--- src/hw/fdc_pkg.sv ---
package fdc_pkg;

	////////////////////////////////////////////////////////////
	// Bus types
	typedef logic [7:0]  byte_t;		// One MCU or SRAM bus byte
	typedef logic [18:0] sram_addr_t;	// 512K x 8 SRAM
	typedef logic [15:0] mcu_addr_t;	// Latched PMP address

	////////////////////////////////////////////////////////////
	// Register map, low address byte only
	localparam byte_t REG_ADDR_L      = 8'h00;	// Pointer bits 7..0
	localparam byte_t REG_ADDR_H      = 8'h01;	// Pointer bits 15..8
	localparam byte_t REG_ADDR_U      = 8'h02;	// Pointer bits 18..16
	localparam byte_t REG_SRAM_DATA   = 8'h03;	// SRAM byte at pointer

	// Write and read share 0x04
	localparam byte_t REG_DRIVE_CTRL  = 8'h04;
	localparam byte_t REG_MCO_TYPE_L  = 8'h04;
	localparam byte_t REG_MCO_TYPE_H  = 8'h05;
	localparam byte_t REG_MCO_VER_L   = 8'h06;
	localparam byte_t REG_MCO_VER_H   = 8'h07;

	localparam byte_t REG_STATUS2     = 8'h0F;
	localparam byte_t REG_SCRATCH     = 8'h30;	// Bus test pattern
	localparam byte_t REG_SCRATCH_INV = 8'h31;	// Same, inverted
	localparam byte_t REG_STEP_RATE   = 8'hF0;	// Period in ticks, minus one
	localparam byte_t REG_STEP_CMD    = 8'hFF;

	// Identity
	localparam logic [15:0] MCO_TYPE    = 16'hDD55;
	localparam logic [15:0] MCO_VERSION = 16'h001A;

	////////////////////////////////////////////////////////////
	// STATUS2 bit positions
	localparam int ST2_INDEX    = 7;
	localparam int ST2_TRACK0   = 6;
	localparam int ST2_WRPROT   = 5;
	localparam int ST2_READY    = 4;
	localparam int ST2_DENSITY  = 3;
	localparam int ST2_STEPPING = 2;
	localparam int ST2_EMPTY    = 1;
	localparam int ST2_FULL     = 0;

	// Step command byte
	localparam int STEP_DIR_BIT = 7;	// Set for inward
	localparam int STEP_CNT_MSB = 6;	// Count in bits 6..0

endpackage

--- src/hw/mcu_bus_sync.sv ---
`timescale 1ns/1ps

module mcu_bus_sync (
	input  logic               CLK_MASTER,
	input  logic               rst_n,
	input  logic               mcu_pmalh,	// Address high latch strobe
	input  logic               mcu_pmall,	// Address low latch strobe
	input  logic               mcu_pmrd,
	input  logic               mcu_pmwr,
	input  fdc_pkg::byte_t     pmd_in,
	output fdc_pkg::mcu_addr_t mcu_addr,
	output logic               wr_pulse,
	output fdc_pkg::byte_t     wr_data,
	output logic               rd_active,
	output logic               rd_done
);
	import fdc_pkg::*;

	// Bits 1..0 form the synchronizer, bit 2 holds the previous level
	logic [2:0] alh_sync;
	logic [2:0] all_sync;
	logic [2:0] rd_sync;
	logic [2:0] wr_sync;
	logic       alh_fall;
	logic       all_fall;
	logic       wr_rise;
	byte_t      addr_h;
	byte_t      addr_l;

	////////////////////////////////////////////////////////////
	// Strobe synchronizers
	always_ff @(posedge CLK_MASTER) begin
		if (!rst_n) begin
			alh_sync <= '0;
			all_sync <= '0;
			rd_sync  <= '0;
			wr_sync  <= '0;
		end else begin
			alh_sync <= {alh_sync[1:0], mcu_pmalh};
			all_sync <= {all_sync[1:0], mcu_pmall};
			rd_sync  <= {rd_sync[1:0], mcu_pmrd};
			wr_sync  <= {wr_sync[1:0], mcu_pmwr};
		end
	end

	assign alh_fall = alh_sync[2] & ~alh_sync[1];
	assign all_fall = all_sync[2] & ~all_sync[1];
	assign wr_rise  = wr_sync[1] & ~wr_sync[2];
	assign rd_done  = rd_sync[2] & ~rd_sync[1];	// End of read cycle

	// Bus drive opens after one stage and drops as soon as pmrd releases
	assign rd_active = mcu_pmrd & rd_sync[0];

	////////////////////////////////////////////////////////////
	// Address latches
	always_ff @(posedge CLK_MASTER) begin
		if (!rst_n) begin
			addr_h <= '0;
			addr_l <= '0;
		end else begin
			if (alh_fall)
				addr_h <= pmd_in;	// High byte
			if (all_fall)
				addr_l <= pmd_in;	// Low byte
		end
	end

	assign mcu_addr = {addr_h, addr_l};

	// Write strobe, one cycle per pmwr
	always_ff @(posedge CLK_MASTER) begin
		if (!rst_n)
			wr_pulse <= 1'b0;
		else
			wr_pulse <= wr_rise;
	end

	// Data is stable while pmwr is high
	always_ff @(posedge CLK_MASTER) begin
		if (wr_rise)
			wr_data <= pmd_in;
	end

endmodule

--- config.mk ---
export PLATFORM = sky130hd
export DESIGN_NAME = mcu_bus_sync
export DESIGN_NICKNAME = d
export VERILOG_FILES = /design/src/hw/fdc_pkg.sv /design/src/hw/mcu_bus_sync.sv
export SDC_FILE = /design/constraint.sdc
export NUM_CORES = 1
export LEC_CHECK = 0
export ABC_AREA = 1
export BUFFER_PORTS_ARGS = -buffer_cell sky130_fd_sc_hd__buf_2
export CORE_MARGIN = 8
export CORE_UTILIZATION = 30
export CTS_CLUSTER_SIZE = 16
export DETAILED_ROUTE_END_ITERATION = 16
export GPL_TIMING_DRIVEN = 0
export PLACE_DENSITY = 0.49
export SLEW_MARGIN = 30
export SYNTH_ARGS = -nofsm -noshare
export SYNTH_HDL_FRONTEND = slang
export SYNTH_SLANG_ARGS = --single-unit
--- constraint.sdc ---
create_clock -name CLK_MASTER -period 1.3 [get_ports CLK_MASTER]
set_input_delay 0.26 -clock CLK_MASTER [delete_from_list [all_inputs] [get_ports CLK_MASTER]]
set_output_delay 0.26 -clock CLK_MASTER [all_outputs]
set_load 0.01 [all_outputs]
==> results.yml <==
run_status:
  status: "finished clean"
logic_synthesis:
  netlist_top_cells_area: "dfxtp_1 (44%), edfxtp_1 (18%), nor2_1 (10%)"
  synth_cell_type_count: 11
  yosysMostFrequentCell: "nor2_1"
  yosysSeqAreaShare: 0.6290
  synth_top_area_share: 0.4449
  syn_area_um2: 1305
  synth_edf_count: 8
  ys_ff_latch: 37
  ys_warn_count: 0
  async_flop_share: 0
  syn_inst: 151
  syn_area_per_cell_um2: 8.642
  netlist.top_cell.by_area: "dfxtp_1"
  synthFlopType: "dfxtp_1"
  synth_commonest_cells: "nor2_1 (35), dfxtp_1 (29), nand2_1 (29), inv_1 (25), nand3_1 (16)"
  syn_nets: 165
sta:
  max_slew_margin: 0.6953
  setup_violations: 0
  fin_skew_ps: 5.071
  setup_slack_ps: 212.9
  rsz0062_at_grt: "no"
  worst-slew-pin-transition_ps: 456.5
  layout_min_cycle_time_ps: 1087
  fin_setup_tns_ps: 0
  max_freq_mhz: 919.9
  hold_viol: 0
  post-route-period-util: 0.8362
  slew_violations: 0
pwr:
  pwr-share-seq: 0.580
  pwr-share-clk: 0.344
  swShare: 0.2203
  p_sw_mw: 0.4675
  worst_ir_drop_vdd_uv: 517.2
  power_density_nw_per_um2: 1287
  power_frac_comb: 0.077
  power.leakage_nw: 0.8681
  p_int_mw: 1.655
clock_network:
  cts_root_buf: "clkbuf_8"
  cts_made_buffers: 5
  cts_sinks: 37
  cts_buffer_depth: 2
  clk_pin_slew_ps: 60
  clk_latency_ps: 280
  htreeDepth: 2
  tritoncts: "built"
grt:
  antenna_found_initial: 0
  grtUsageTotal: 0.08540
  grt_pass1_wl_um: 4340
  globalRouteOverflowTotal: 0
  grt_pass1_vias: 1015
  grt_max_degree: 12
worst_setup_path:
  worstPathArrival_ps: 830
  path_delay_family: "flip-flops"
  crit_path_end_kind: "output pin"
  worstPathMaxFanout: 1
  slowest_stage: "dfxtp_1"
  setup.worst_path.class: "flip-flop to output pin"
  crit_path_cell_trace: "inv_1 -> nor2_1 -> buf_2"
  cpPeakStageDelay_ps: 310
  worst-r2r-setup-slack_ps: 220
  cp.required_ps: 1040
  worst-path-buf-inv: 2
  start_kind: "flip-flop"
floorplan:
  rows: 24
  core-area_um2: 4264
  io_pins: 41
  die_area_um2: 6717
  initial_core_util: 0.3060
  die_x_um: 81.96
  fp.dieH_um: 81.96
placement:
  gp_congestion: 0.7584
  port_buffers: 39
  hpwl_um: 2189
  dp_slack_ps: 0.7229
  dp.cells: 242
  placed_cell_area_um2: 1565
drt:
  num_vias: 1040
  wl_met1_um: 1112
  drc: 0
  wl_per_cell_um: 10.94
  dr.pass1.iters: 4
  first_iter_violations: 41
  highest_layer: "met4"
  ant_nets: 0
  dr_wl_met3_um: 313
  wl_met2_um: 1252
  drt-total-wl_um: 2734
  vias_per_cell: 4.160
worst_hold_path:
  hp-class: "input pin to flip-flop"
finish:
  fin_cells: 250
  fill_cells: 453
  drive_gt1_frac: 0.2778
  diodes: 0
  design_area_um2: 1649
  nNetsFinal: 211
  area_growth_pct: 26.37
run:
  max-cap-violations: 0
routing by layer:
| metal | up-vias | global-route usage |
|---|---|---|
| li1 | 537 | - |
| met1 | 457 | 0.08350 |
| met2 | 38 | 0.1484 |
| met3 | 8 | 0.04048 |
| met4 | 0 | 0.04211 |
| met5 | - | 0 |
cell usage in the layout (no fill, tap or decap):
cell	instances
nand3_1	16
clkinv_2	1
clkbuf_1	2
nor2_4	2
buf_4	1
clkbuf_8	5
buf_6	2
buf_2	41
dfxtp_1	29
inv_1	25
nand2_1	29
nor2_2	1
nor2_1	34
edfxtp_1	8
inv_2	2
logic make-up (layout without fill, tap and decap cells):
group | after synthesis | count (layout) | share of synthesized area
simple gates | 82 | 82 | 0.2627
flops | 37 | 37 | 0.6290
buf+inv | 32 | 79 | 0.1083
registers in the layout, indices dropped and copies added, names as in the netlist:
name and cells:
alh_sync 3, addr_h 8, addr_l 8, all_sync 3
wr_pulse 1, wr_data 8, rd_sync 3, wr_sync 3
repair_timing:
item / 4_1_cts / 5_1_grt
buffers inserted: 0 / 0
gates resized for setup: 1 / 0
hold buffers: 0 / 0
setup endpoints to repair: 8 / 0
power by group through the flow:
stage	combinational, mW	clock (mW)	sequential [mW]
after floorplan	0.0838	0	1.27
after global placement	0.164	0	1.25
after detailed placement	0.166	0	1.26
after CTS	0.167	0.774	1.23
after global routing	0.186	0.828	1.23
final	0.163	0.729	1.23
through the flow:
step	utilization	hold WS [ps]	total power, mW
6_report	0.3867	164.0	2.122
5_1_grt	0.3867	154.0	2.247
4_1_cts	0.3867	151.7	2.171
3_5_place_dp	0.3671	400.5	1.423
3_3_place_gp	0.3671	393.3	1.418
2_1_floorplan	-	353.5	1.352
worst register-to-register path, cell delays in order, from the launching register on:
cell,delay (ps)
dfxtp_1,330
inv_1,50
nor2_2,360
area by class of cell:
type	instances	area [µm²]	area share
Inverter	27	101.3	0.06146
Sequential cell	37	820.8	0.4977
Multi-Input combinational cell	82	345.3	0.2094
Clock buffer	7	76.32	0.04628
Tap cell	52	65.06	0.03945
Clock inverter	1	5.005	0.003035
Timing Repair Buffer	39	195.2	0.1184
Buffer	5	40.04	0.02428
path summary, 6_finish.rpt:
| check | start | end | cells after the start |
|---|---|---|---|
| hold / removal | mcu_pmwr | wr_sync[0]$_SDFF_PN0_ | 3 |
| setup reg to reg | wr_sync[1]$_SDFF_PN0_ | wr_data[0]$_DFFE_PP_ | 2 |
| setup / recovery | rd_sync[2]$_SDFF_PN0_ | rd_done | 3 |
| hold reg to reg | all_sync[0]$_SDFF_PN0_ | all_sync[1]$_SDFF_PN0_ | 2 |
No activity file was read; power rests on OpenSTA's default activity.
