[src/hw/fdc_pkg.sv]
package fdc_pkg;

	////////////////////////////////////////////////////////////
	// Bus types
	typedef logic [7:0]  byte_t;		// One MCU or SRAM bus byte
	typedef logic [18:0] sram_addr_t;	// 512K x 8 SRAM
	typedef logic [15:0] mcu_addr_t;	// Latched PMP address

	////////////////////////////////////////////////////////////
	// Register map, low address byte only
	localparam byte_t REG_ADDR_L      = 8'h00;	// Pointer bits 7..0
	localparam byte_t REG_ADDR_H      = 8'h01;	// Pointer bits 15..8
	localparam byte_t REG_ADDR_U      = 8'h02;	// Pointer bits 18..16
	localparam byte_t REG_SRAM_DATA   = 8'h03;	// SRAM byte at pointer

	// Write and read share 0x04
	localparam byte_t REG_DRIVE_CTRL  = 8'h04;
	localparam byte_t REG_MCO_TYPE_L  = 8'h04;
	localparam byte_t REG_MCO_TYPE_H  = 8'h05;
	localparam byte_t REG_MCO_VER_L   = 8'h06;
	localparam byte_t REG_MCO_VER_H   = 8'h07;

	localparam byte_t REG_STATUS2     = 8'h0F;
	localparam byte_t REG_SCRATCH     = 8'h30;	// Bus test pattern
	localparam byte_t REG_SCRATCH_INV = 8'h31;	// Same, inverted
	localparam byte_t REG_STEP_RATE   = 8'hF0;	// Period in ticks, minus one
	localparam byte_t REG_STEP_CMD    = 8'hFF;

	// Identity
	localparam logic [15:0] MCO_TYPE    = 16'hDD55;
	localparam logic [15:0] MCO_VERSION = 16'h001A;

	////////////////////////////////////////////////////////////
	// STATUS2 bit positions
	localparam int ST2_INDEX    = 7;
	localparam int ST2_TRACK0   = 6;
	localparam int ST2_WRPROT   = 5;
	localparam int ST2_READY    = 4;
	localparam int ST2_DENSITY  = 3;
	localparam int ST2_STEPPING = 2;
	localparam int ST2_EMPTY    = 1;
	localparam int ST2_FULL     = 0;

	// Step command byte
	localparam int STEP_DIR_BIT = 7;	// Set for inward
	localparam int STEP_CNT_MSB = 6;	// Count in bits 6..0

endpackage

[src/hw/step_controller.sv]
`timescale 1ns/1ps

module step_controller #(
	parameter int clks_per_tick = 10000		// CLK_MASTER cycles per base tick
) (
	input  logic           CLK_MASTER,
	input  logic           rst_n,
	input  fdc_pkg::byte_t step_rate,
	input  logic           step_cmd_wr,
	input  fdc_pkg::byte_t step_cmd,
	input  logic           fd_track0_in,	// Active low
	output logic           stepping,
	output logic           fd_step,
	output logic           fd_dir
);
	import fdc_pkg::*;

	localparam int CNT_W = (clks_per_tick > 1) ? $clog2(clks_per_tick) : 1;

	typedef enum logic {ST_IDLE, ST_SEEK} seek_state_t;

	logic [CNT_W-1:0]      clk_cnt;
	logic                  tick;		// One cycle per base tick
	byte_t                 tick_cnt;	// Position in the step period
	logic [STEP_CNT_MSB:0] steps_left;
	logic [1:0]            trk0_sync;
	logic                  at_track0;
	seek_state_t           state;

	////////////////////////////////////////////////////////////
	// Base tick divider
	always_ff @(posedge CLK_MASTER) begin
		if (!rst_n) begin
			clk_cnt <= '0;
			tick    <= 1'b0;
		end else if (clk_cnt == CNT_W'(clks_per_tick - 1)) begin
			clk_cnt <= '0;
			tick    <= 1'b1;
		end else begin
			clk_cnt <= clk_cnt + 1'b1;
			tick    <= 1'b0;
		end
	end

	// Track 0 comes straight from the drive
	always_ff @(posedge CLK_MASTER) begin
		if (!rst_n)
			trk0_sync <= 2'b11;
		else
			trk0_sync <= {trk0_sync[0], fd_track0_in};
	end

	assign at_track0 = ~trk0_sync[1];

	////////////////////////////////////////////////////////////
	// Seek FSM
	// fd_dir doubles as the direction flag, high means outward
	always_ff @(posedge CLK_MASTER) begin
		if (!rst_n) begin
			state      <= ST_IDLE;
			tick_cnt   <= '0;
			steps_left <= '0;
			fd_step    <= 1'b1;
			fd_dir     <= 1'b1;
		end else begin
			case (state)
				ST_IDLE: begin
					fd_step <= 1'b1;
					if (step_cmd_wr && (step_cmd[STEP_CNT_MSB:0] != '0)) begin
						state      <= ST_SEEK;
						steps_left <= step_cmd[STEP_CNT_MSB:0];
						fd_dir     <= ~step_cmd[STEP_DIR_BIT];	// Low for inward
						tick_cnt   <= '0;
					end
				end
				ST_SEEK: begin
					if (tick) begin
						fd_step <= 1'b1;		// Pulse lasts one tick
						if (tick_cnt == step_rate)
							tick_cnt <= '0;
						else
							tick_cnt <= tick_cnt + 1'b1;
						// Each period starts with a pulse or ends the seek
						if (tick_cnt == '0) begin
							if ((steps_left == '0) || (fd_dir && at_track0)) begin
								state <= ST_IDLE;
							end else begin
								fd_step    <= 1'b0;
								steps_left <= steps_left - 1'b1;
							end
						end
					end
				end
				default: state <= ST_IDLE;
			endcase
		end
	end

	assign stepping = (state == ST_SEEK);	// Commands ignored while set

endmodule

[config.mk]
export PLATFORM = sky130hd
export DESIGN_NAME = step_controller
export DESIGN_NICKNAME = d
export VERILOG_FILES = /design/src/hw/fdc_pkg.sv /design/src/hw/step_controller.sv
export SDC_FILE = /design/constraint.sdc
export NUM_CORES = 1
export LEC_CHECK = 0
export ABC_CLOCK_PERIOD_IN_PS = 5350
export BUFFER_PORTS_ARGS = -buffer_cell sky130_fd_sc_hd__buf_4
export CORE_ASPECT_RATIO = 0.6
export CORE_MARGIN = 3
export CORE_UTILIZATION = 31
export CTS_CLUSTER_DIAMETER = 50
export DETAILED_ROUTE_END_ITERATION = 12
export SETUP_SLACK_MARGIN = 0.15
export SLEW_MARGIN = 20
export SYNTH_ARGS = -nofsm -noshare
export SYNTH_HDL_FRONTEND = slang
export SYNTH_SLANG_ARGS = --single-unit
[constraint.sdc]
create_clock -name CLK_MASTER -period 5.35 [get_ports CLK_MASTER]
set_input_delay 0.2675 -clock CLK_MASTER [delete_from_list [all_inputs] [get_ports CLK_MASTER]]
set_output_delay 0.2675 -clock CLK_MASTER [all_outputs]
set_load 0.005 [all_outputs]
==> out/results.ini <==
[run_status]
status = complete, no violations

[sta]
relSlewSlack_pct = 42.6
max_freq_ghz = 0.468
fin_crit_ns = 2.14
worst_pin_slew_ns = 0.860
setup_viol = 0
finalWorstSetupSlack_ns = 3.21
final_hold_viol_count = 0
rsz0062_at_grt = false
post-route-period-util_pct = 39.9
fin_setup_tns_ns = 0
drv_slew = 0
clock_skew_ns = 0.00975

[finish]
nFillCells = 623
layout.nets = 268
regArea_um2 = 701
design_area_um2 = 2230
layout_common_cells = 35 x dfxtp_1, 22 x buf_4, 20 x nor2_1
synthToLayoutAreaGrowth_pct = 15.9
drive_above_1_share_pct = 16.0
num_antenna_cells = 0
multi_input_comb_area_um2 = 1140
final_common_cell = dfxtp_1

[setup_path]
timing.rr.end = steps_left[2]
critPathKind = flip-flop to flip-flop
worst_r2r_path_depth = 4
path_cells = mux2i_1, a21o_1, a21oi_2, o221a_2
cp-start-kind = flip-flop
crit_path_max_fanout = 27
reg2reg_slack_ns = 3.21
r2r_start = stepping
crit_required_ns = 5.53
cpMaxStageDelayCell = dfxtp_1
slowest_delay_ns = 0.88
endpoint_kind = flip-flop
arrival_ns = 2.32

[global_routing]
grt_pass1_wl_mm = 7.61
grt_use_total_pct = 13.6
grt_use_met3_pct = 5.13
gr-usage-met2_pct = 15.9
grt_pass1_vias = 1509
antenna_found_initial = 0
use_met1_pct = 21.9
grt_max_degree = 28
overflow = 0
busiest_layer = met1

[cts]
cts.sinks = 35
worstSkewPairLatency_ns = 0.29
clk_path_buf_depth = 2
h-tree-depth = 2
cts_tree = yes
clockRootBuffer = clkbuf_8
clk_pin_slew_ns = 0.07
postCtsSetupRepairBufs = 0
postCtsResizedCells = 0
hold_buffers = 0
cts_buffers = 5

[floorplanning]
die-area_um2 = 7220
core_um2 = 5780
die_h_um = 67.1
rows = 21
die_w_um = 108
pin_count = 23
start_util_pct = 33.3

[route]
dr.pass1.iters = 4
wl_per_cell_um = 13.6
drt_iter0_markers = 76
via_per_inst = 5.06
wl_mm = 4.39
drt_drc_violations_left = 0
via_count = 1638
postRouteAntennaNets = 0

[place]
place_area_um2 = 2150
place_ws_ns = 3.23
hpwl_mm = 3.35
gp_congestion = 0.770
place.port_buffers = 22

[hold_path]
hold_path_class = primary input to flip-flop
min_from = fd_track0_in
holdPathStages = 2
hold_end = trk0_sync[0]

[synthesis]
syn-num-nets = 247
synthCells = 222
synth_cell_type_count = 50
syn_area_um2 = 1930
synth_ff_type = dfxtp_1
yosys.area.top_type = dfxtp_1
synth_seq_cells = 35
synth_edf_count = 0
ys_warn_count = 0
syn_area_per_cell_um2 = 8.67
synth-async-reset-ratio_pct = 0
synth_top_area_share_pct = 36.4
seq_area_frac_synth_pct = 36.4
synth_area_leaders = dfxtp_1 36%, xnor2_1 7.3%, nand3_1 4.2%

[pwr]
p_total_uw = 557
power_density_nw_per_um2 = 250
irDropWorstVdd_mv = 0.0922
leakage_nw = 0.807

[run]
maxCapViolCount = 0

-- critical path: cells and delay by family, from the launching register on --
family / cells / cell delay (ns)
AO/OA/AOI/OAI: 3 / 0.80
flip-flops: 1 / 0.88
multiplexers: 1 / 0.35
-- flip-flops by register name, summed over array words and instances, names as in the netlist --
signal,count
trk0_sync,2
steps_left,7
tick,1
clk_cnt,14
tick_cnt,8
fd_step,1
fd_dir,1
stepping,1
-- synthesized netlist by cell type (all sizes together) (2+ instances only) --
| cell | n |
|---|---|
| o2111ai | 2 |
| o2111a | 2 |
| nand3 | 16 |
| nor2b | 3 |
| xor2 | 6 |
| or3 | 2 |
| nor4 | 5 |
| a21o | 2 |
| a31oi | 2 |
| nor3 | 5 |
| nor2 | 20 |
| clkbuf | 5 |
| dfxtp | 35 |
| o21ai | 8 |
| o22ai | 3 |
| nand4 | 6 |
| o221a | 2 |
| nor3b | 2 |
| nand2 | 14 |
| mux2i | 5 |
| or4b | 2 |
| nand2b | 6 |
| xnor2 | 16 |
| ha | 5 |
| or4 | 5 |
| a21oi | 7 |
| buf | 3 |
| o211a | 2 |
| inv | 11 |
| o21a | 3 |
| and3 | 5 |
-- cell families after synthesis --
kind of cell,synth area share [%]
adder cells (fa/ha/maj),3.25
flip-flops,36.4
XOR/XNOR,10.0
multiplexers,2.60
AO/OA/AOI/OAI,16.2
AND/OR/NAND/NOR,27.0
buffers and inverters,4.48
-- power by group --
group,leakage [nW],switching [mW],internal (mW)
clock,0.0412,0.0948,0.0909
sequential,0.285,0.0127,0.269
combinational,0.481,0.0454,0.0437
total,0.807,0.153,0.404
-- through the flow --
step / instances / utilization, % / hold WS [ns]
CTS: 324 / 38.6 / 0.154
floorplan: 222 / - / 0.369
global placement: 316 / 37.1 / 0.389
global route: 324 / 38.6 / 0.161
detailed placement: 316 / 37.1 / 0.399
finish: 324 / 38.6 / 0.161
-- how the worst max path moves through the flow --
stage,start,to,slack [ns],depth (start not counted)
after floorplan,clk_cnt[7],clk_cnt[10],3.62,5
after global placement,stepping,steps_left[2],3.27,4
after detailed placement,stepping,steps_left[2],3.23,4
after CTS,stepping,steps_left[2],3.23,4
after global routing,stepping,steps_left[2],3.07,4
final,stepping,steps_left[2],3.21,4
-- final cells by class --
type                    instances  share of cell area, %
clock inverters                 2                  0.561
flip-flops and latches         35                   31.4
inverters                      11                   1.85
multi-input cells             168                   51.0
well taps                      80                   4.49
clock buffers                   6                   3.25
repair buffers                 22                   7.40
-- routing by layer --
layer	share of wire [%]	routed length (um)
met2	34	1510
met4	0.39	17
met1	57	2500
met3	8.2	360
met5	0	0
No activity file was read; power rests on OpenSTA's default activity.
