===== src/hw/fdc_pkg.sv =====
package fdc_pkg;

	////////////////////////////////////////////////////////////
	// Bus types
	typedef logic [7:0]  byte_t;		// One MCU or SRAM bus byte
	typedef logic [18:0] sram_addr_t;	// 512K x 8 SRAM
	typedef logic [15:0] mcu_addr_t;	// Latched PMP address

	////////////////////////////////////////////////////////////
	// Register map, low address byte only
	localparam byte_t REG_ADDR_L      = 8'h00;	// Pointer bits 7..0
	localparam byte_t REG_ADDR_H      = 8'h01;	// Pointer bits 15..8
	localparam byte_t REG_ADDR_U      = 8'h02;	// Pointer bits 18..16
	localparam byte_t REG_SRAM_DATA   = 8'h03;	// SRAM byte at pointer

	// Write and read share 0x04
	localparam byte_t REG_DRIVE_CTRL  = 8'h04;
	localparam byte_t REG_MCO_TYPE_L  = 8'h04;
	localparam byte_t REG_MCO_TYPE_H  = 8'h05;
	localparam byte_t REG_MCO_VER_L   = 8'h06;
	localparam byte_t REG_MCO_VER_H   = 8'h07;

	localparam byte_t REG_STATUS2     = 8'h0F;
	localparam byte_t REG_SCRATCH     = 8'h30;	// Bus test pattern
	localparam byte_t REG_SCRATCH_INV = 8'h31;	// Same, inverted
	localparam byte_t REG_STEP_RATE   = 8'hF0;	// Period in ticks, minus one
	localparam byte_t REG_STEP_CMD    = 8'hFF;

	// Identity
	localparam logic [15:0] MCO_TYPE    = 16'hDD55;
	localparam logic [15:0] MCO_VERSION = 16'h001A;

	////////////////////////////////////////////////////////////
	// STATUS2 bit positions
	localparam int ST2_INDEX    = 7;
	localparam int ST2_TRACK0   = 6;
	localparam int ST2_WRPROT   = 5;
	localparam int ST2_READY    = 4;
	localparam int ST2_DENSITY  = 3;
	localparam int ST2_STEPPING = 2;
	localparam int ST2_EMPTY    = 1;
	localparam int ST2_FULL     = 0;

	// Step command byte
	localparam int STEP_DIR_BIT = 7;	// Set for inward
	localparam int STEP_CNT_MSB = 6;	// Count in bits 6..0

endpackage


===== src/hw/sram_write_ctrl.sv =====
`timescale 1ns/1ps

module sram_write_ctrl (
	input  logic           CLK_MASTER,
	input  logic           rst_n,
	input  logic           sram_wr_start,
	input  fdc_pkg::byte_t sram_data_out,
	output logic           sram_we_n,
	output logic           sram_oe_n,
	output fdc_pkg::byte_t sram_dq_out,
	output logic           sram_dq_oe,
	output logic           wr_inc
);

	typedef enum logic [2:0] {
		S_IDLE,		// OE on, waiting for a write
		S_OE_OFF,	// SRAM outputs released
		S_WRITE,	// WE pulse
		S_WR_END,	// WE back high, byte stored
		S_INC		// Pointer advance
	} wr_state_t;

	wr_state_t state;

	////////////////////////////////////////////////////////////
	// Write cycle FSM
	always_ff @(posedge CLK_MASTER) begin
		if (!rst_n) begin
			state     <= S_IDLE;
			sram_we_n <= 1'b1;
			sram_oe_n <= 1'b0;
			wr_inc    <= 1'b0;
		end else begin
			wr_inc <= 1'b0;
			case (state)
				S_IDLE: begin
					if (sram_wr_start) begin	// A start while busy is dropped
						state     <= S_OE_OFF;
						sram_oe_n <= 1'b1;
					end
				end
				S_OE_OFF: begin
					state     <= S_WRITE;
					sram_we_n <= 1'b0;
				end
				S_WRITE: begin
					state     <= S_WR_END;
					sram_we_n <= 1'b1;		// Rising WE latches the byte
				end
				S_WR_END: begin
					state  <= S_INC;
					wr_inc <= 1'b1;
				end
				S_INC: begin
					state     <= S_IDLE;
					sram_oe_n <= 1'b0;
				end
				default: state <= S_IDLE;
			endcase
		end
	end

	// Byte is settled by the time the FSM leaves idle
	always_ff @(posedge CLK_MASTER) begin
		if (state == S_OE_OFF)
			sram_dq_out <= sram_data_out;
	end

	assign sram_dq_oe = (state != S_IDLE);	// Same cycles as oe_n high

endmodule


===== config.mk =====
export PLATFORM = sky130hd
export DESIGN_NAME = sram_write_ctrl
export DESIGN_NICKNAME = d
export VERILOG_FILES = /design/src/hw/fdc_pkg.sv /design/src/hw/sram_write_ctrl.sv
export SDC_FILE = /design/constraint.sdc
export NUM_CORES = 1
export LEC_CHECK = 0
export ABC_AREA = 1
export BUFFER_PORTS_ARGS = -buffer_cell sky130_fd_sc_hd__buf_2
export CAP_MARGIN = 20
export CELL_PAD_IN_SITES_DETAIL_PLACEMENT = 2
export CELL_PAD_IN_SITES_GLOBAL_PLACEMENT = 2
export CORE_MARGIN = 1.5
export CORE_UTILIZATION = 24
export CTS_CLUSTER_SIZE = 8
export DETAILED_ROUTE_END_ITERATION = 8
export PLACE_DENSITY = 0.79
export SLEW_MARGIN = 20
export SYNTH_ARGS = -nofsm -noshare
export SYNTH_HDL_FRONTEND = slang
export SYNTH_SLANG_ARGS = --single-unit

===== constraint.sdc =====
create_clock -name CLK_MASTER -period 1.2 [get_ports CLK_MASTER]
set_input_delay 0.24 -clock CLK_MASTER [delete_from_list [all_inputs] [get_ports CLK_MASTER]]
set_output_delay 0.24 -clock CLK_MASTER [all_outputs]
set_load 0.1 [all_outputs]

==> flow_summary_export.csv <==
group,metric,value,unit
sta,clock.fmax,0.807,GHz
synth,syn_avg_cell_area,12.6,sq um
sta,rsz0062_at_grt,"true",
placed_design,hpwl,945,um
power_and_ir_drop,p_leak,0.359,nW
clock_tree,cts_root_buf,"clkbuf_4",
grt,grt_pass1_wl,1950,um
clock_tree,cts_tree,"built",
power_and_ir_drop,pwr-share-seq,0.459,
sta,final-setup-viol-count,1,
synth,synth_commonest_cells,"8 x edfxtp_1, 8 x nand2_1, 6 x dfxtp_1, 6 x nor2_1, 3 x inv_1",
power_and_ir_drop,internal_power,0.811,mW
route,wl_per_cell,13.8,um
worst_hold_path,hp-start,"sram_data_out[3]",
route,routed_wl,1240,um
synth,synth_area_leaders,"edfxtp_1 53%, dfxtp_1 27%, nand2_1 6.6%, nor2_1 5.0%, inv_1 2.5%",
sta,worst_slack,-0.0389,ns
final_layout,nets,77,
worst_hold_path,worstHoldPathType,"input port to flip-flop",
placed_design,placed_area,785,sq um
final_layout,nFillCells,187,
placed_design,io_buffer_count,22,
outcome,status,"complete, but fails checks",
synth,syn-instance-count,36,
power_and_ir_drop,ir_drop,759,uV
final_layout,area_growth,84.8,%
power_and_ir_drop,clock_power_share,0.212,
die,start_util,0.259,
sta,drv_slew,0,
setup_path,crit_type,"flip-flop to primary output",
die,io_pins,23,
placed_design,gp_congestion,0.718,
setup_path,timing.rr.end,"sram_dq_out[4]$_DFFE_PP_",
clock_tree,clk_path_buf_depth,2,
route,drtPass1Iterations,3,
route,viasPerCell,4.18,
setup_path,reg2reg_depth,3,
synth,yosys_warnings,0,
setup_path,crit_path_max_fanout,2,
grt,grt_overflow,0,
route,drtIter0Drc,3,
power_and_ir_drop,switchingPower,0.443,mW
sta,worst_pin_slew,0.233,ns
route,ant_nets,0,
power_and_ir_drop,comb_power_share,0.329,
die,core,1750,sq um
setup_path,rrSetupSlack,0.17,ns
final_layout,antenna-diode-count,0,
clock_tree,clock_latency,0.27,ns
sta,finalHoldViolations,0,
sta,layout_min_cycle_time,1.24,ns
power_and_ir_drop,power_density,1500,nW/um^2
die,die_h,46.4,um
placed_design,pre_cts_ws,0.0908,ns
sta,hold_slack,0.138,ns
setup_path,end_kind,"primary output",
synth,synthesis.area,453,sq um
worst_hold_path,holdPathStages,1,
grt,grt_usage,0.136,
die,die-area,2160,sq um
route,drc,0,
route,num_vias,376,
grt,grt_pass1_vias,426,
clock_tree,htreeDepth,1,
final_layout,layout-drive-gt1-share,0.523,
power_and_ir_drop,p_total,1.25,mW
outcome,violations,"negative setup slack",
synth,synth.distinct_cells,9,
setup_path,critPathArrivalTime,1.00,ns
flow_run,drv_cap,0,
power_and_ir_drop,p_sw_frac,0.354,
synth,synthFlopType,"edfxtp_1",
sta,finalCritPeriodShare,1.03,
setup_path,r2r-start,"state[1]$_SDFFE_PN0P_",
synth,async_reset_ff_frac,0,
synth,synth_nets,47,
sta,relSlewSlack,0.843,
clock_tree,cts.clk_slew.worst_paths,0.08,ns
final_layout,final_area,837,sq um
die,rows,15,
clock_tree,cts.sinks,14,
sta,fin_skew,0.00178,ns
synth,synth.largest_area_cell,"edfxtp_1",
synth,seq_area_frac_synth,0.796,
setup_path,cp.required,0.96,ns
clock_tree,cts_hold_buf,0,
die,die_w,46.4,um
grt,grt_max_degree,9,
synth,synth_edf_count,8,
grt,antenna_found_initial,0,
synth,yosys.area.top_type_share,0.530,
worst_hold_path,min_to,"sram_dq_out[3]$_DFFE_PP_",
setup_path,critPathLaunchType,"flip-flop",
clock_tree,numCtsBuffers,3,
synth,yosys_register_bits,14,
[state kept, by name, indices dropped and copies added, names as in the netlist]
register     flops
sram_we_n        1
sram_oe_n        1
wr_inc           1
state            3
sram_dq_out      8
[layout make-up]
| cell class | instances | area [sq um] | area share |
|---|---|---|---|
| Clock buffer | 3 | 22.5 | 0.0269 |
| Clock inverter | 1 | 3.75 | 0.00448 |
| Inverter | 3 | 11.3 | 0.0135 |
| Multi-Input combinational cell | 19 | 88.8 | 0.106 |
| Sequential cell | 14 | 367 | 0.438 |
| Tap cell | 25 | 31.3 | 0.0374 |
| Timing Repair Buffer | 25 | 313 | 0.374 |
[cells in the final DEF, fill, tap and decap left out, drive strengths merged]
| master | synthesis | final |
|---|---|---|
| a21oi | 2 | 2 |
| buf | 0 | 25 |
| clkbuf | 0 | 3 |
| clkinv | 0 | 1 |
| dfxtp | 6 | 6 |
| edfxtp | 8 | 8 |
| inv | 3 | 3 |
| nand2 | 8 | 8 |
| nor2 | 7 | 7 |
| nor3b | 1 | 1 |
| o21ai | 1 | 1 |
[cells by family (layout without fill, tap and decap cells)]
group / Yosys count / after routing / synth area share
buffers and inverters: 3 / 32 / 0.0249
AND/OR/NAND/NOR: 16 / 16 / 0.146
AO/OA/AOI/OAI: 3 / 3 / 0.0331
flip-flops: 14 / 14 / 0.796
[power groups by stage]
stage | registers (mW) | clock network [mW] | logic (mW)
5_1_grt | 0.580 | 0.293 | 0.428
3_3_place_gp | 0.581 | 0 | 0.389
6_report | 0.576 | 0.266 | 0.412
4_1_cts | 0.576 | 0.278 | 0.413
3_5_place_dp | 0.584 | 0 | 0.398
2_1_floorplan | 0.734 | 0 | 0.0778
[worst max path at each step]
| stage | from | endpoint | depth (start not counted) |
|---|---|---|---|
| 3_5_place_dp | state[1]$_SDFFE_PN0P_ | sram_dq_out[3]$_DFFE_PP_ | 3 |
| 6_report | state[0]$_SDFFE_PN0P_ | sram_dq_oe | 3 |
| 4_1_cts | state[0]$_SDFFE_PN0P_ | sram_dq_oe | 3 |
| 2_1_floorplan | sram_we_n$_SDFFE_PN1P_ | sram_we_n$_SDFFE_PN1P_ | 2 |
| 3_3_place_gp | state[1]$_SDFFE_PN0P_ | sram_dq_out[3]$_DFFE_PP_ | 3 |
| 5_1_grt | state[0]$_SDFFE_PN0P_ | sram_dq_oe | 3 |
[layer usage]
metal | vias to the layer above | routed length [um] | global-route usage
met4 | 0 | 0 | 0.0514
met3 | 0 | 98 | 0.0392
met1 | 177 | 484 | 0.143
li1 | 178 | - | -
met2 | 21 | 654 | 0.250
met5 | - | 0 | 0
[metrics by stage]
step                      setup TNS (ns)  cells   util
after floorplan                        0     36      -
after global placement                 0     84  0.449
after detailed placement               0     84  0.449
after CTS                        -0.0480     90  0.480
after global routing             -0.0784     90  0.480
final                            -0.0389     90  0.480
[what timing repair did]
item,CTS,global route
gates resized for setup,5,1
pin swaps,1,0
setup endpoints to repair,1,4
setup buffers,2,0
[critical path, stage by stage (launching register included)]
cell	delay, ns
dfxtp_4	0.36
nor2_4	0.12
nand2_2	0.07
buf_12	0.16
Power figures use the tool's default switching activity.
