### config.mk
export PLATFORM = sky130hd
export DESIGN_NAME = sram_addr_counter
export DESIGN_NICKNAME = d
export VERILOG_FILES = /design/src/hw/fdc_pkg.sv /design/src/hw/sram_addr_counter.sv
export SDC_FILE = /design/constraint.sdc
export NUM_CORES = 1
export LEC_CHECK = 0
export ABC_AREA = 1
export ABC_CLOCK_PERIOD_IN_PS = 1300
export BUFFER_PORTS_ARGS = -buffer_cell sky130_fd_sc_hd__buf_4
export CAP_MARGIN = 0
export CORE_ASPECT_RATIO = 1.1
export CORE_MARGIN = 2
export CORE_UTILIZATION = 40
export DETAILED_ROUTE_END_ITERATION = 8
export PLACE_DENSITY = 0.66
export SLEW_MARGIN = 20
export SYNTH_ARGS = -nofsm -noshare
export SYNTH_HDL_FRONTEND = slang
export SYNTH_SLANG_ARGS = --single-unit
### constraint.sdc
create_clock -name CLK_MASTER -period 1.3 [get_ports CLK_MASTER]
set_input_delay 0.26 -clock CLK_MASTER [delete_from_list [all_inputs] [get_ports CLK_MASTER]]
set_output_delay 0.26 -clock CLK_MASTER [all_outputs]
set_load 0.01 [all_outputs]
### src/hw/fdc_pkg.sv
package fdc_pkg;

	////////////////////////////////////////////////////////////
	// Bus types
	typedef logic [7:0]  byte_t;		// One MCU or SRAM bus byte
	typedef logic [18:0] sram_addr_t;	// 512K x 8 SRAM
	typedef logic [15:0] mcu_addr_t;	// Latched PMP address

	////////////////////////////////////////////////////////////
	// Register map, low address byte only
	localparam byte_t REG_ADDR_L      = 8'h00;	// Pointer bits 7..0
	localparam byte_t REG_ADDR_H      = 8'h01;	// Pointer bits 15..8
	localparam byte_t REG_ADDR_U      = 8'h02;	// Pointer bits 18..16
	localparam byte_t REG_SRAM_DATA   = 8'h03;	// SRAM byte at pointer

	// Write and read share 0x04
	localparam byte_t REG_DRIVE_CTRL  = 8'h04;
	localparam byte_t REG_MCO_TYPE_L  = 8'h04;
	localparam byte_t REG_MCO_TYPE_H  = 8'h05;
	localparam byte_t REG_MCO_VER_L   = 8'h06;
	localparam byte_t REG_MCO_VER_H   = 8'h07;

	localparam byte_t REG_STATUS2     = 8'h0F;
	localparam byte_t REG_SCRATCH     = 8'h30;	// Bus test pattern
	localparam byte_t REG_SCRATCH_INV = 8'h31;	// Same, inverted
	localparam byte_t REG_STEP_RATE   = 8'hF0;	// Period in ticks, minus one
	localparam byte_t REG_STEP_CMD    = 8'hFF;

	// Identity
	localparam logic [15:0] MCO_TYPE    = 16'hDD55;
	localparam logic [15:0] MCO_VERSION = 16'h001A;

	////////////////////////////////////////////////////////////
	// STATUS2 bit positions
	localparam int ST2_INDEX    = 7;
	localparam int ST2_TRACK0   = 6;
	localparam int ST2_WRPROT   = 5;
	localparam int ST2_READY    = 4;
	localparam int ST2_DENSITY  = 3;
	localparam int ST2_STEPPING = 2;
	localparam int ST2_EMPTY    = 1;
	localparam int ST2_FULL     = 0;

	// Step command byte
	localparam int STEP_DIR_BIT = 7;	// Set for inward
	localparam int STEP_CNT_MSB = 6;	// Count in bits 6..0

endpackage

### src/hw/sram_addr_counter.sv
`timescale 1ns/1ps

module sram_addr_counter (
	input  logic                CLK_MASTER,
	input  logic                rst_n,
	input  logic                load_l,
	input  logic                load_h,
	input  logic                load_u,
	input  fdc_pkg::byte_t      load_data,
	input  logic                wr_inc,		// From the write FSM
	input  logic                rd_inc,		// From a data register read
	output fdc_pkg::sram_addr_t sram_a,
	output logic                empty,
	output logic                full
);
	import fdc_pkg::*;

	////////////////////////////////////////////////////////////
	// Pointer
	// Byte loads win over an increment
	always_ff @(posedge CLK_MASTER) begin
		if (!rst_n)
			sram_a <= '0;
		else if (load_l)
			sram_a[7:0] <= load_data;
		else if (load_h)
			sram_a[15:8] <= load_data;
		else if (load_u)
			sram_a[18:16] <= load_data[2:0];	// Top 3 bits only
		else if (wr_inc || rd_inc)
			sram_a <= sram_a + sram_addr_t'(1);	// Wraps at 512K
	end

	// Flags
	assign empty = (sram_a == '0);
	assign full  = &sram_a;

endmodule

==> flow_metrics.tcl, run 1 <==
set metrics [dict create \
    hp-class "in2reg" \
    critPathArrivalTime_ps 1470 \
    ys_ff_latch 19 \
    skew_ps 1.08 \
    hold_viol 0 \
    hpwl_um 3690 \
    regMostFlops "sram_a" \
    crit_fanout 3 \
    synth.distinct_cells 29 \
    clk_pin_slew_ps 120 \
    areaGrowthSynthToFinish_pct 75.5 \
    worstSetupEndpointType "output pin" \
    synth_mux_area_frac 0 \
    setup-violations-final 18 \
    power_w 0.00154 \
    netlist_area_um2 1360 \
    die-area_um2 3870 \
    status "finished, violations left" \
    synth_top_family_by_area "simple AND/OR/NAND/NOR gates" \
    antenna_cells 0 \
    finalWeightedCongestion 0.961 \
    grt_pass1_vias 1804 \
    yosys.area_share.adder 0.0185 \
    antenna_found_initial 0 \
    coreArea_um2 3300 \
    violations "setup timing" \
    worst_path_max_delay_cell "dfxtp_4" \
    grtUsageMet2 0.473 \
    die_x_um 59.5 \
    yosys.area_share.simple 0.398 \
    grt_overflow_total 0 \
    root_buffer "clkbuf_4" \
    critPathTopFamily "simple AND/OR/NAND/NOR gates" \
    worst_setup_path_start_kind "register" \
    dr.pass1.iters 4 \
    critPathMaxStageDelay_ps 390 \
    drt-initial-drc-count 95 \
    synth-seq-area-share 0.280 \
    wl_per_cell_um 14.8 \
    cts_buffers 3 \
    final_common_cell "buf_4" \
    vias 1873 \
    reg_top3 "sram_a (19)" \
    period_minus_slack_ps 1730 \
    synth_fp_nets 241 \
    nets 331 \
    num_io_pins 36 \
    p_leak_nw 1.08 \
    mostFrequentLayoutCells "80 x buf_4, 44 x nand2_1, 24 x nor2_1" \
    finalMaxSlewViolations 0 \
    max_slew_margin 0.644 \
    layout-drive-gt1-share 0.511 \
    maxCapViolations 0 \
    fmax_ghz 0.579 \
    worst_pin_slew_ps 535 \
    grt_pass1_wl_um 8180 \
    post-route-period-util 1.33 \
    use_met1 0.341 \
    portBuffers 35 \
    start_util 0.411 \
    totalWireLength_um 5170 \
    std_cell_rows 22 \
    p_per_area_nw_per_um2 646 \
    ir_drop_uv 326 \
    hold_ws_ps 175 \
    grtUsageMet3 0.0359 \
    required_ps 1040 \
    rsz0062_at_grt "true" \
    vias_per_cell 5.37 \
    synth_compound_area_frac 0.199 \
    crit_type "reg2out" \
    syn-instance-count 224 \
    htreeDepth 1 \
    clk-insertion-delay-late_ps 310 \
    clock_sinks 19 \
    grt_busiest_layer "met2" \
    synth-xor-area-share 0.00646 \
    largest_reg_flops 19 \
    die_y_um 65.1 \
    cts_hold_buf 0 \
    grt.total_usage 0.278 \
    drc_errors 0 \
    cts_tree "done" \
    ant_nets 0 \
    crit_chain "ha_4 > nand2_4 > nor2_4 > nand2_4 > nor2_4 > nand3_2 > inv_2 > buf_6" \
    syn_avg_cell_area_um2 6.05 \
    grt_max_degree 12 \
    crit_buf_inv 2 \
    clockBufferDepth 2 \
    yosys_warnings 0 \
    timing.final.ws_setup_ps -426 \
]
## per-layer routing
layer,wire length [µm],vias up
li1,-,931
met1,2100,856
met2,2630,73
met3,287,13
met4,142,0
met5,0,-
## synthesized netlist by cell type, drive strengths merged
library cell | number | share of area
a211oi | 3 | 0.017
a21oi | 20 | 0.074
a22oi | 1 | 0.0055
a31oi | 3 | 0.014
buf | 1 | 0.0055
clkbuf | 3 | 0.0092
clkinv | 1 | 0.0028
dfxtp | 19 | 0.28
ha | 2 | 0.018
inv | 29 | 0.080
nand2 | 50 | 0.14
nand3 | 25 | 0.092
nand4 | 7 | 0.032
nor2 | 34 | 0.11
nor3 | 2 | 0.011
nor4 | 1 | 0.0046
o211ai | 2 | 0.011
o21ai | 15 | 0.058
o21bai | 2 | 0.011
o22ai | 2 | 0.0092
or2 | 1 | 0.0046
xor2 | 1 | 0.0065
## kinds of logic after synthesis
family / count (synthesis)
buf+inv: 34
simple gates: 120
flops: 19
fa+ha+maj: 2
xor+xnor: 1
compound gates: 48
## power breakdown
group,internal (W),switching (W)
Combinational,0.000262,0.000278
Sequential,0.000619,0.0000465
Clock,0.000120,0.000211
## worst min-delay path: cells and delay by family
family          cells  cell delay [ps]
compound gates      1               70
buf+inv             2              140
## final timing paths
kind	startpoint	endpoint	slack, ps	cells after the start
max reg2reg	sram_a[0]$_SDFFE_PN0P_	sram_a[18]$_SDFFE_PN0P_	-350	13
min	load_data[4]	sram_a[4]$_SDFFE_PN0P_	180	3
min reg2reg	sram_a[12]$_SDFFE_PN0P_	sram_a[12]$_SDFFE_PN0P_	520	2
max	sram_a[0]$_SDFFE_PN0P_	full	-430	8
## final cells by class
class,count,area (µm²)
inverters,30,123
flip-flops and latches,19,407
clock buffers,4,26.3
fillers,283,923
multi-input cells,171,1080
well taps,36,45.0
repair buffers,89,702
## per-stage QoR
step	TNS, ps	utilization	cells	area, µm²	worst slack [ps]
6_report	-2610	0.720	349	2380	-426
5_1_grt	-4170	0.720	349	2380	-504
4_1_cts	-2250	0.663	344	2190	-416
3_5_place_dp	-1280	0.603	332	1990	-198
3_3_place_gp	-750	0.603	332	1990	-133
2_1_floorplan	-53.2	-	224	1400	-41.9
## repair_timing
item / CTS / global route
buffers inserted: 9 / 5
pin swaps: 12 / 22
hold endpoints to repair: 0 / 0
resized for setup: 33 / 54
endpoints found under the setup margin: 16 / 20
gates cloned: 0 / 0
(Power assumes the default switching activity.)
==> run 2: changes to the inputs <==
- ABC_CLOCK_PERIOD_IN_PS: 1300 -> 1700
- CORE_ASPECT_RATIO: 1.1 -> 0.6
- PLACE_DENSITY: 0.66 -> unset
- clock period: 1.3 -> 1.7 ns (I/O delays scaled with it)
==> flow_metrics.tcl, run 2 (synthesized netlist as in run 1, its figures left out) <==
set metrics [dict create \
    crit_type "reg2out" \
    required_ps 1360 \
    finalMaxSlewViolations 0 \
    hold_viol 0 \
    maxCapViolations 0 \
    crit_buf_inv 2 \
    max_slew_margin 0.715 \
    dr.pass1.iters 5 \
    post-route-period-util 1.02 \
    setup_tns_ps -26.1 \
    crit_fanout 4 \
    mostFrequentLayoutCells "47 x buf_4, 46 x nand2_1, 28 x nor2_1" \
    power.internal_w 0.000777 \
    nets 291 \
    worstSetupEndpointType "output pin" \
    num_io_pins 36 \
    hp-class "in2reg" \
    worst_setup_path_start_kind "register" \
    die-area_um2 3890 \
    layout-drive-gt1-share 0.330 \
    vias_per_cell 5.40 \
    cpMostUsedCell "nor2_4" \
    rsz0062_at_grt "true" \
    grt_pass1_vias 1582 \
    clk_pin_slew_ps 80 \
    period_minus_slack_ps 1730 \
    p_sw_w 0.000374 \
    seq_area_um2 400 \
    start_util 0.418 \
    totalWireLength_um 4840 \
    root_buffer "clkbuf_8" \
    grt.total_usage 0.260 \
    setup-violations-final 1 \
    rrSetupSlack_ps 210 \
    grt_pass1_wl_um 7850 \
    reg_top3 "sram_a (19)" \
    final_core_util 0.587 \
    drt-initial-drc-count 156 \
    multi_input_area_um2 912 \
    clkPwrFrac 0.288 \
    worst_path_max_delay_cell "dfxtp_4" \
    largest_reg_flops 19 \
    htreeDepth 1 \
    p_sw_frac 0.325 \
    clk-insertion-delay-late_ps 260 \
    wl_per_cell_um 15.2 \
    ant_nets 0 \
    finalWeightedCongestion 0.926 \
    die_y_um 49.1 \
    clock_sinks 19 \
    drc_errors 0 \
    areaGrowthSynthToFinish_pct 40.4 \
    clockBufferDepth 2 \
    grt_max_degree 14 \
    antenna_found_initial 0 \
    fmax_ghz 0.579 \
    vias 1718 \
    die_x_um 79.2 \
    n_fill_cell 326 \
    p_leak_nw 0.813 \
    seqPwrFrac 0.452 \
    cts_tree "done" \
    ir_drop_uv 423 \
    cts_buffers 3 \
    antenna_cells 0 \
    worst_pin_slew_ps 427 \
    skew_ps 4.17 \
    regMostFlops "sram_a" \
    hpwl_um 3650 \
    std_cell_rows 16 \
    coreArea_um2 3240 \
    p_per_area_nw_per_um2 604 \
    critPathMaxStageDelay_ps 370 \
    status "finished, violations left" \
    final_common_cell "buf_4" \
    grt_overflow_total 0 \
    critPathArrivalTime_ps 1390 \
    critPathTopFamily "simple AND/OR/NAND/NOR gates" \
    combPwrFrac 0.260 \
    crit_chain "ha_4 > nand2_4 > nor2_4 > nand2_2 > nor2_4 > nand3_2 > inv_2 > buf_6" \
    portBuffers 35 \
    violations "setup timing" \
    timing.final.ws_setup_ps -26.1 \
]
[run 2: through the flow]
stage | cell area [µm²] | hold WS [ps] | total power, W | cells | worst slack, ps
2_1_floorplan | 1360 | 473 | 0.000656 | 224 | 175
6_report | 1900 | 310 | 0.00115 | 318 | -26.1
5_1_grt | 1900 | 333 | 0.00122 | 318 | -104
4_1_cts | 1880 | 311 | 0.00114 | 318 | -81.0
3_3_place_gp | 1720 | 478 | 0.000797 | 309 | 96.6
3_5_place_dp | 1720 | 483 | 0.000795 | 309 | 50.1
[run 2: routing by layer]
metal | vias to the layer above | wire length, µm | global-route usage
met5 | - | 0 | 0
met1 | 775 | 2380 | 0.408
li1 | 844 | - | -
met3 | 0 | 515 | 0.0667
met4 | 0 | 0 | 0.0287
met2 | 99 | 1950 | 0.366
[run 2: final cells by class]
type | instances | area share
clock buffer | 4 | 0.0237
inverter | 30 | 0.0604
multi-input combinational | 171 | 0.479
sequential | 19 | 0.210
tap | 45 | 0.0296
timing repair buffer | 49 | 0.197
[run 2: what timing repair did]
item / 4_1_cts / 5_1_grt
buffers inserted: 5 / 0
endpoints found under the setup margin: 2 / 2
resized for setup: 24 / 11
hold buffers: 0 / 0
pin swaps: 6 / 2
[run 2: power groups by stage]
stage	clock (W)	sequential, W	combinational (W)
final	0.000331	0.000520	0.000299
after global routing	0.000369	0.000525	0.000329
after CTS	0.000338	0.000516	0.000290
after detailed placement	0	0.000522	0.000273
after global placement	0	0.000522	0.000275
after floorplan	0	0.000528	0.000128
[run 2: worst reg2reg max path, delay by kind of cell (launching register included)]
family,cells,cell delay [ps]
buffers and inverters,1,180
and+or+nand+nor,6,680
AOI/OAI and AO/OA,1,50
DFF,1,460
[run 2: final timing paths]
kind | end | from | cells past startpoint
max | full | sram_a[0]$_SDFFE_PN0P_ | 8
min | sram_a[4]$_SDFFE_PN0P_ | load_data[4] | 3
max reg2reg | sram_a[15]$_SDFFE_PN0P_ | sram_a[2]$_SDFFE_PN0P_ | 8
min reg2reg | sram_a[17]$_SDFFE_PN0P_ | sram_a[17]$_SDFFE_PN0P_ | 2
==> run 3: changes to the inputs <==
- CELL_PAD_IN_SITES_DETAIL_PLACEMENT: unset -> 2
- CELL_PAD_IN_SITES_GLOBAL_PLACEMENT: unset -> 2
- CORE_UTILIZATION: 40 -> 26
- PLACE_DENSITY_LB_ADDON: unset -> 0.1
==> flow_metrics.tcl, run 3 (synthesized netlist as in run 1, its figures left out) <==
set metrics [dict create \
    violations "setup timing" \
    critPathTopFamily "buffers and inverters" \
    finalWeightedCongestion 0.812 \
    power_w 0.00122 \
    final_core_util 0.400 \
    std_cell_rows 20 \
    areaGrowthSynthToFinish_pct 49.0 \
    layout-drive-gt1-share 0.365 \
    status "finished, violations left" \
    fmax_ghz 0.558 \
    die-area_um2 5830 \
    min_from "load_data[4]" \
    nets 300 \
    num_io_pins 36 \
    vias_per_cell 5.16 \
    regMostFlops "sram_a" \
    die_y_um 59.9 \
    dr.pass1.iters 4 \
    dpl_cell_area_um2 1790 \
    portBuffers 35 \
    grt_pass1_vias 1765 \
    coreArea_um2 5050 \
    critPathArrivalTime_ps 1450 \
    clockBufferDepth 2 \
    largest_reg_flops 19 \
    start_util 0.268 \
    worstSetupEndpointType "output pin" \
    clk_pin_slew_ps 90 \
    crit_type "reg2out" \
    rsz0062_at_grt "true" \
    grt_overflow_total 0 \
    hp-class "in2reg" \
    worst_setup_path_start_kind "register" \
    hold_viol 0 \
    clk-insertion-delay-late_ps 280 \
    drc_errors 0 \
    p_leak_nw 0.868 \
    post-route-period-util 1.05 \
    vias 1794 \
    cts_buffers 3 \
    htreeDepth 1 \
    worstReg2RegStart "sram_a[1]$_SDFFE_PN0P_" \
    antenna_found_initial 0 \
    rrSetupSlack_ps 80 \
    skew_ps 9.52 \
    drt-initial-drc-count 77 \
    setup-violations-final 2 \
    critPathMaxStageDelay_ps 350 \
    mostFrequentLayoutCells "54 x buf_4, 46 x nand2_1, 25 x nor2_1" \
    post-place-ws_ps 2.11 \
    wl_per_cell_um 18.5 \
    final_common_cell "buf_4" \
    grt.total_usage 0.226 \
    cpMostUsedCell "buf_4" \
    finalInstanceArea_um2 2020 \
    worst_path_max_delay_cell "dfxtp_2" \
    period_minus_slack_ps 1790 \
    stdcell_count 348 \
    ir_drop_uv 240 \
    finalMaxSlewViolations 0 \
    maxCapViolations 0 \
    crit_chain "buf_4 > inv_4 > ha_4 > nand3_2 > nor4_2 > buf_4" \
    hpwl_um 4940 \
    totalWireLength_um 6450 \
    grt_pass1_wl_um 9930 \
    root_buffer "clkbuf_8" \
    grt_max_degree 15 \
    p_per_area_nw_per_um2 604 \
    cts_tree "done" \
    ant_nets 0 \
    clock_sinks 19 \
    crit_buf_inv 3 \
    reg_top3 "sram_a (19)" \
    antenna_cells 0 \
    cp-startpoint "sram_a[0]$_SDFFE_PN0P_" \
    required_ps 1360 \
    placed_cells 335 \
    n_fill_cell 631 \
    crit_fanout 3 \
    worst_pin_slew_ps 512 \
    max_slew_margin 0.659 \
    timing.final.ws_setup_ps -92.2 \
    die_x_um 97.2 \
]
## run 3: cell types whose count changed in the layout (fill, tap and decap cells not counted), sizes merged
cell / before / now
buf: 49 / 58
clkbuf: 4 / 3
clkinv: 1 / 2
## run 3: path summary, 6_finish.rpt
path / end / cells after the start
min: sram_a[4]$_SDFFE_PN0P_ / 3
min reg2reg: sram_a[17]$_SDFFE_PN0P_ / 2
max: empty / 6
max reg2reg: sram_a[9]$_SDFFE_PN0P_ / 8
## run 3: routing by layer
layer / track usage / wire length [µm]
met5: 0 / 0
met4: 0.0397 / 52
met3: 0.0538 / 407
met2: 0.358 / 2750
met1: 0.319 / 3240
## run 3: power breakdown
group	internal, W	switching, W	leakage, nW
logic	0.000154	0.000201	0.681
clock network	0.000165	0.000195	0.0255
registers	0.000474	0.0000330	0.161
total	0.000792	0.000429	0.868
## run 3: per-stage QoR
step	hold slack [ps]	setup TNS (ps)
after detailed placement	493	0
after global placement	489	0
after floorplan	473	0
after CTS	316	-245
final	315	-169
after global routing	323	-416
## run 3: final cells by class
cell class,count,area [µm²],share of cell area
multi-input combinational,171,925,0.458
clock inverter,1,5.00,0.00248
clock buffer,3,41.3,0.0204
sequential,19,402,0.199
inverter,30,115,0.0570
timing repair buffer,58,450,0.223
tap,66,82.6,0.0409
## run 3: worst min-delay path: stages
cell	delay [ps]
buf_4	90
o211ai_1	80
inv_1	50
## run 3: what timing repair did
action / in CTS / in global routing
hold buffers: 0 / 0
resized for setup: 31 / 12
buffers inserted: 7 / 2
setup endpoints to repair: 2 / 4
pin swaps: 8 / 3
